==> src/design/scan_pipe_pkg.sv <==
package scan_pipe_pkg;

    timeunit 1ns;
    timeprecision 1ps;

    // datapath widths shared by every stage of the scan pipeline
    localparam int DATA_WIDTH  = 32;
    localparam int INDEX_WIDTH = 5;    // log2 of DATA_WIDTH
    localparam int TAG_WIDTH   = 4;

    // control that rides beside the lane data through the pipe
    // op is a raw bit here, compared against scan_op_pkg::scan_op_e values
    typedef struct packed {
        logic                 valid;
        logic                 op;
        logic [TAG_WIDTH-1:0] tag;
    } scan_ctl_t;

endpackage

==> src/design/scan_op_pkg.sv <==
package scan_op_pkg;

    timeunit 1ns;
    timeprecision 1ps;

    // bit-scan opcodes
    // BSF scans from bit 0 upward, BSR from the top bit downward
    typedef enum logic {
        SCAN_BSF = 1'b0,
        SCAN_BSR = 1'b1
    } scan_op_e;

    // request as issued by the integer datapath
    typedef struct packed {
        scan_op_e                             op;
        logic [scan_pipe_pkg::TAG_WIDTH-1:0]  tag;     // returned unchanged
        logic [scan_pipe_pkg::DATA_WIDTH-1:0] operand;
    } scan_req_t;

    // result of one scan
    // index is forced to 0 when the operand is zero
    typedef struct packed {
        logic [scan_pipe_pkg::TAG_WIDTH-1:0]   tag;
        logic [scan_pipe_pkg::INDEX_WIDTH-1:0] index;
        logic                                  zero;   // operand had no set bit
    } scan_rsp_t;

endpackage

==> src/design/scan_input_stage.sv <==
module scan_input_stage #(
    parameter int GROUP_WIDTH = 8
) (
    input  logic                                 clk,
    input  logic                                 rst_n,
    input  logic                                 start,
    input  scan_op_pkg::scan_req_t               req,
    output logic [scan_pipe_pkg::DATA_WIDTH-1:0] lanes,
    output scan_pipe_pkg::scan_ctl_t             ctl
);

    timeunit 1ns;
    timeprecision 1ps;

    localparam int NUM_GROUPS = scan_pipe_pkg::DATA_WIDTH / GROUP_WIDTH;

    logic [scan_pipe_pkg::DATA_WIDTH-1:0] operand_rev;
    logic [scan_pipe_pkg::DATA_WIDTH-1:0] operand_in;

    // full-word reversal done lane by lane
    // lane g takes the mirrored group, itself reversed bit for bit
    for (genvar g = 0; g < NUM_GROUPS; g++) begin : lane_split
        for (genvar b = 0; b < GROUP_WIDTH; b++) begin : lane_bit
            assign operand_rev[g*GROUP_WIDTH + b] =
                req.operand[(NUM_GROUPS-1-g)*GROUP_WIDTH + (GROUP_WIDTH-1-b)];
        end
    end

    // BSF reuses the highest-bit encoders on the reversed word
    assign operand_in = (req.op == scan_op_pkg::SCAN_BSF) ? operand_rev : req.operand;

    always_ff @(posedge clk) begin
        if (start) begin
            lanes <= operand_in;
        end
    end

    always_ff @(posedge clk) begin
        if (!rst_n) begin
            ctl <= '0;
        end else begin
            ctl.valid <= start;     // one-cycle marker per accepted request
            if (start) begin
                ctl.op  <= req.op;
                ctl.tag <= req.tag;
            end
        end
    end

endmodule

==> src/design/group_priority_encoder.sv <==
module group_priority_encoder #(
    parameter int GROUP_WIDTH = 8
) (
    input  logic                           clk,
    input  logic                           rst_n,
    input  logic [GROUP_WIDTH-1:0]         bits,
    output logic [$clog2(GROUP_WIDTH)-1:0] index,
    output logic                           valid
);

    timeunit 1ns;
    timeprecision 1ps;

    localparam int LOCAL_WIDTH = $clog2(GROUP_WIDTH);

    logic [LOCAL_WIDTH-1:0] index_next;
    logic                   valid_next;

    // upward sweep, so the highest set bit is the last one to write
    always_comb begin
        index_next = '0;    // empty group reports 0
        for (int i = 0; i < GROUP_WIDTH; i++) begin
            if (bits[i]) begin
                index_next = LOCAL_WIDTH'(i);
            end
        end
    end

    assign valid_next = |bits;

    always_ff @(posedge clk) begin
        index <= index_next;
    end

    always_ff @(posedge clk) begin
        if (!rst_n) begin
            valid <= 1'b0;
        end else begin
            valid <= valid_next;
        end
    end

endmodule

==> src/design/group_combiner.sv <==
module group_combiner #(
    parameter int GROUP_WIDTH = 8
) (
    input  logic                             clk,
    input  logic                             rst_n,
    input  scan_pipe_pkg::scan_ctl_t         ctl,
    input  logic [scan_pipe_pkg::DATA_WIDTH/GROUP_WIDTH-1:0] grp_valid,
    input  logic [(scan_pipe_pkg::DATA_WIDTH/GROUP_WIDTH)*$clog2(GROUP_WIDTH)-1:0] grp_index,
    output logic                             done,
    output scan_op_pkg::scan_rsp_t           rsp
);

    timeunit 1ns;
    timeprecision 1ps;

    localparam int NUM_GROUPS      = scan_pipe_pkg::DATA_WIDTH / GROUP_WIDTH;
    localparam int LOCAL_WIDTH     = $clog2(GROUP_WIDTH);
    localparam int INDEX_WIDTH     = scan_pipe_pkg::INDEX_WIDTH;
    localparam int GROUP_SEL_WIDTH = INDEX_WIDTH - LOCAL_WIDTH;

    scan_pipe_pkg::scan_ctl_t ctl_q;   // aligned with the encoder registers

    logic [GROUP_SEL_WIDTH-1:0] grp_sel;
    logic                       any_valid;
    logic [LOCAL_WIDTH-1:0]     local_index;
    logic [INDEX_WIDTH-1:0]     raw_index;
    logic [INDEX_WIDTH-1:0]     final_index;

    always_ff @(posedge clk) begin
        if (!rst_n) begin
            ctl_q <= '0;
        end else begin
            ctl_q <= ctl;
        end
    end

    // second-level priority over the group valid flags
    always_comb begin
        grp_sel = '0;
        for (int g = 0; g < NUM_GROUPS; g++) begin
            if (grp_valid[g]) begin
                grp_sel = GROUP_SEL_WIDTH'(g);
            end
        end
    end

    assign any_valid   = |grp_valid;
    assign local_index = grp_index[grp_sel*LOCAL_WIDTH +: LOCAL_WIDTH];
    assign raw_index   = {grp_sel, local_index};   // group number is the upper field

    // BSF ran on the reversed word, so mirror back to the true position
    always_comb begin
        if (!any_valid) begin
            final_index = '0;
        end else if (ctl_q.op == scan_op_pkg::SCAN_BSF) begin
            final_index = INDEX_WIDTH'(scan_pipe_pkg::DATA_WIDTH - 1) - raw_index;
        end else begin
            final_index = raw_index;
        end
    end

    always_ff @(posedge clk) begin
        if (!rst_n) begin
            done <= 1'b0;
            rsp  <= '0;
        end else begin
            done <= ctl_q.valid;
            if (ctl_q.valid) begin
                rsp.tag   <= ctl_q.tag;
                rsp.index <= final_index;
                rsp.zero  <= ~any_valid;
            end
        end
    end

endmodule

==> src/design/bit_scan_unit.sv <==
module bit_scan_unit #(
    parameter int GROUP_WIDTH = 8
) (
    input  logic                   clk,
    input  logic                   rst_n,
    input  logic                   start,
    input  scan_op_pkg::scan_req_t req,
    output logic                   done,
    output scan_op_pkg::scan_rsp_t rsp
);

    timeunit 1ns;
    timeprecision 1ps;

    localparam int NUM_GROUPS  = scan_pipe_pkg::DATA_WIDTH / GROUP_WIDTH;
    localparam int LOCAL_WIDTH = $clog2(GROUP_WIDTH);

    logic [scan_pipe_pkg::DATA_WIDTH-1:0] lanes;
    scan_pipe_pkg::scan_ctl_t             ctl;
    logic [NUM_GROUPS-1:0]                grp_valid;
    logic [NUM_GROUPS*LOCAL_WIDTH-1:0]    grp_index;   // local index per group, group 0 lowest

    scan_input_stage #(
        .GROUP_WIDTH(GROUP_WIDTH)
    ) i_input_stage (
        .clk  (clk),
        .rst_n(rst_n),
        .start(start),
        .req  (req),
        .lanes(lanes),
        .ctl  (ctl)
    );

    for (genvar g = 0; g < NUM_GROUPS; g++) begin : group_enc
        group_priority_encoder #(
            .GROUP_WIDTH(GROUP_WIDTH)
        ) i_enc (
            .clk  (clk),
            .rst_n(rst_n),
            .bits (lanes[g*GROUP_WIDTH +: GROUP_WIDTH]),
            .index(grp_index[g*LOCAL_WIDTH +: LOCAL_WIDTH]),
            .valid(grp_valid[g])
        );
    end

    group_combiner #(
        .GROUP_WIDTH(GROUP_WIDTH)
    ) i_combiner (
        .clk      (clk),
        .rst_n    (rst_n),
        .ctl      (ctl),
        .grp_valid(grp_valid),
        .grp_index(grp_index),
        .done     (done),
        .rsp      (rsp)
    );

endmodule

==> config.mk <==
export PLATFORM = sky130hd
export DESIGN_NAME = bit_scan_unit
export DESIGN_NICKNAME = d
export VERILOG_FILES = /design/src/design/scan_pipe_pkg.sv /design/src/design/scan_op_pkg.sv /design/src/design/scan_input_stage.sv /design/src/design/group_priority_encoder.sv /design/src/design/group_combiner.sv /design/src/design/bit_scan_unit.sv
export SDC_FILE = /design/constraint.sdc
export NUM_CORES = 1
export LEC_CHECK = 0
export BUFFER_PORTS_ARGS = -buffer_cell sky130_fd_sc_hd__buf_2
export CAP_MARGIN = 20
export CORE_UTILIZATION = 55
export DETAILED_ROUTE_END_ITERATION = 8
export PLACE_DENSITY = 0.79
export SYNTH_ARGS = -nofsm -noshare
export SYNTH_HDL_FRONTEND = slang
export SYNTH_SLANG_ARGS = --single-unit
==> constraint.sdc <==
create_clock -name clk -period 1.8 [get_ports clk]
set_clock_uncertainty 0.15 [all_clocks]
set_input_delay 0.18 -clock clk [delete_from_list [all_inputs] [get_ports clk]]
set_output_delay 0.18 -clock clk [all_outputs]
set_load 0.02 [all_outputs]
==> out/results.md <==
| Quantity | This run | Unit |
|---|---|---|
| Launching instance or port of the critical path | req[20] | - |
| End of the critical path | i_input_stage.lanes[11]$_DFFE_PP_ | - |
| Maximum clock path buffer count | 2 | - |
| Cell Area, Synth | 2820 | sq um |
| Ratio of final minimum period to clock period | 96.9 | % |
| Worst path buffer plus inverter count | 3 | - |
| TritonCTS buffer count | 9 | - |
| Distinct cell type count of the synthesized netlist | 26 | - |
| Hold violation total from the final report | 0 | - |
| CP cell instances | dlygate4sd3_1 > buf_2 > mux2_2 > dlygate4sd3_1 | - |
| Relative area change from synthesis to final layout | 31.5 | % |
| Register area share after synthesis | 61.9 | % |
| Highest cell delay on the worst timing path | 0.55 | ns |
| Post-route DRC | 0 | - |
| Post-detail-place hpwl | 3150 | um |
| Die span in y | 73.5 | um |
| Flop-to-flop setup slack | 0.26 | ns |
| Final weighted congestion in routability-driven placement | 0.798 | - |
| First-pass GRT wire length | 8420 | um |
| Synth top area share | 34.1 | % |
| Number of antenna violations at the first check in global routing | 0 | - |
| Fraction of final layout cells sized beyond drive strength 1 | 30.8 | % |
| Setup repair bufs after CTS | 0 | - |
| Top-level I/O count | 51 | - |
| Clock tree from TritonCTS | built | - |
| Fmax achieved | 573 | MHz |
| Post-Route M1 WL | 2240 | um |
| Length of the first detailed-routing pass in iterations | 4 | - |
| # Max-Cap Violations | 0 | - |
| Dominant delay contributor by cell family on the critical path | buffers and inverters | - |
| Synthesis warning total | 0 | - |
| Met2 WL post-DR | 2620 | um |
| Max Fanout on Critical Path | 2 | - |
| Post-cts gate resize count | 0 | - |
| Cell with the most instances on the worst path | dlygate4sd3_1 | - |
| Number of routed nets with antenna violations | 0 | - |
| Crit Reg-Reg Startpoint | group_enc[1].i_enc.valid$_SDFF_PN0_ | - |
| # clock sinks | 71 | - |
| Vias after detailed routing | 1,896 | - |
| Core outline area | 4820 | sq um |
| Most area-consuming cells after synthesis | edfxtp_1 34%, dfxtp_1 28%, mux2_2 13% | - |
| Finished layout cell area | 3700 | sq um |
| Data arrival time of the critical path | 1.68 | ns |
| Summed negative setup slack over all endpoints | 0 | ns |
| Post-DP Area | 3150 | sq um |
| Setup violations, final | 0 | - |
| Die footprint | 5410 | sq um |
| Cells on worst reg2reg path | 4 | - |
| Vias in the first global route | 1,902 | - |
| Average wire length per cell after detail routing | 13.1 | um |
| Headroom to the max-slew limit | 69.6 | % |
| Pwr per Cell Area | 905 | nW/um^2 |
| Starting utilization of the core area | 58.4 | % |
| Critical path depth | 4 | - |
| Buffer type at the clock tree root | clkbuf_8 | - |
| Critical path required time | 1.74 | ns |
| Width of the die | 73.5 | um |
| Synthesized netlist net count | 264 | - |
| Clock transition time at the flip-flop clock pins of the worst setup and hold paths | 0.07 | ns |
| Register bit count reported by yosys | 71 | - |
| Run status | finished, final reports clean | - |
| Fin crit period | 1.74 | ns |
| Final Routed Wirelength | 5100 | um |
| Worst R2R End | i_combiner.rsp[1]$_SDFFE_PN0P_ | - |
| Worst min-delay path category | in -> reg | - |
| Endpoint type of the worst setup path | flop | - |
| RSZ-0062 raised after global routing | no | - |
| Cell type contributing the most total cell area after synthesis | edfxtp_1 | - |
| Antenna Diode Count | 0 | - |
| Startpoint kind of the worst setup timing path | primary input | - |
| Largest vdd supply drop | 0.549 | mV |
| Slew of the pin with the lowest slew margin | 0.456 | ns |
| Total grt overflow | 0 | - |
| Leakage dissipation | 1.50 | nW |
| Total met3 wirelength after detailed routing | 129 | um |
| Insertion delay to the later sink of the worst-skew pair | 0.34 | ns |
| Cells after Synth | 224 | - |
| Vias per std cell | 4.89 | - |
| Placement row count | 25 | - |
| GR Util All Layers | 21.7 | % |
| Violation count after the first detailed-route iteration | 98 | - |
| # nets final | 356 | - |
| Class of the most critical setup path | in -> reg | - |
| Pins over their slew limit | 0 | - |
| Most frequent cells in the layout | 50 x buf_2, 39 x dfxtp_1, 38 x dlygate4sd3_1, 32 x mux2_2, 32 x edfxtp_1 | - |
| Total of buffers placed on input and output ports | 50 | - |
| Slowest cell on the critical path | dlygate4sd3_1 | - |
| Mean cell area of the mapped netlist | 12.6 | sq um |
| Leading cell type in the layout, fill and taps excluded | buf_2 | - |
| Top routing layer in use | met4 | - |
| Cts hold-fix bufs | 38 | - |
| Pin count of the biggest net entering global routing | 34 | - |
| Count of H-tree levels built during CTS | 3 | - |
==> cells in the mapped netlist <==
cell / n
dfxtp_1: 39
edfxtp_1: 32
mux2_2: 32
nor2_1: 22
nand2_1: 13
nor2b_1: 12
mux2i_1: 9
and2_1: 8
clkbuf_1: 6
a21oi_1: 5
inv_1: 5
nand2b_1: 5
o21a_1: 4
o21ai_0: 4
o21bai_1: 4
a222oi_1: 3
buf_2: 3
mux2_1: 3
o21ai_1: 3
xnor2_1: 3
nand3_1: 2
o211a_1: 2
o31ai_1: 2
a21boi_0: 1
o311ai_1: 1
or4_1: 1
==> layout make-up <==
cell class,count,area [sq um]
clock buffers,12,149
clock inverters,4,21.3
well taps,67,83.8
repair buffers,90,671
multi-input cells,139,1020
flip-flops and latches,71,1740
fillers,318,1110
inverters,5,18.8
==> metal layers <==
metal  vias to the layer above  global-route usage (%)
met2                        37                    37.0
met1                       871                    26.3
met4                         0                    11.5
met5                         -                       0
met3                        12                    3.70
li1                        976                       -
==> through the flow <==
stage | util [%] | cells | total power, W | hold slack, ns | setup WS (ns)
finish | 76.9 | 388 | 0.00335 | 0.0190 | 0.0561
global route | 76.9 | 388 | 0.00348 | 0.0169 | 0.0336
CTS | 76.9 | 388 | 0.00338 | 0.0000356 | 0.125
detailed placement | 65.4 | 334 | 0.00221 | 0.291 | 0.263
global placement | 65.4 | 334 | 0.00220 | 0.265 | 0.305
floorplan | - | 224 | 0.00209 | 0.142 | 0.358
==> power breakdown <==
part           leakage, nW  internal, W  switching, W  total [W]
Combinational        0.769     0.000225      0.000150   0.000375
Sequential           0.634      0.00181     0.0000634    0.00188
Clock               0.0939     0.000547      0.000550    0.00110
==> sequential cells by signal, summed over array words and instances, names as in the netlist <==
register,count
i_combiner.done,1
group_enc.i_enc.index,12
i_combiner.rsp,10
i_input_stage.lanes,32
i_combiner.ctl_q,6
group_enc.i_enc.valid,4
i_input_stage.ctl,6
==> cells by family (layout without fill, tap and decap cells) <==
logic type,after synthesis,count (layout),synth area share [%]
compound gates,29,29,7.16
buf+inv,14,111,2.00
xor+xnor,3,3,0.934
mux,44,44,17.2
simple gates,63,63,10.8
flops,71,71,61.9
==> how the worst min path moves through the flow <==
stage / start / end / slack, ns / cells after the start
final: req[10] / i_input_stage.lanes[21]$_DFFE_PP_ / 0.02 / 2
after global routing: req[10] / i_input_stage.lanes[21]$_DFFE_PP_ / 0.02 / 2
after CTS: req[23] / i_input_stage.lanes[8]$_DFFE_PP_ / 0.00004 / 2
after detailed placement: i_combiner.rsp[3]$_SDFFE_PN0P_ / i_combiner.rsp[3]$_SDFFE_PN0P_ / 0.29 / 2
after global placement: i_input_stage.ctl[5]$_SDFF_PN0_ / i_combiner.ctl_q[5]$_SDFF_PN0_ / 0.26 / 1
after floorplan: start / i_input_stage.lanes[0]$_DFFE_PP_ / 0.14 / 0
Power figures use the tool's default switching activity.
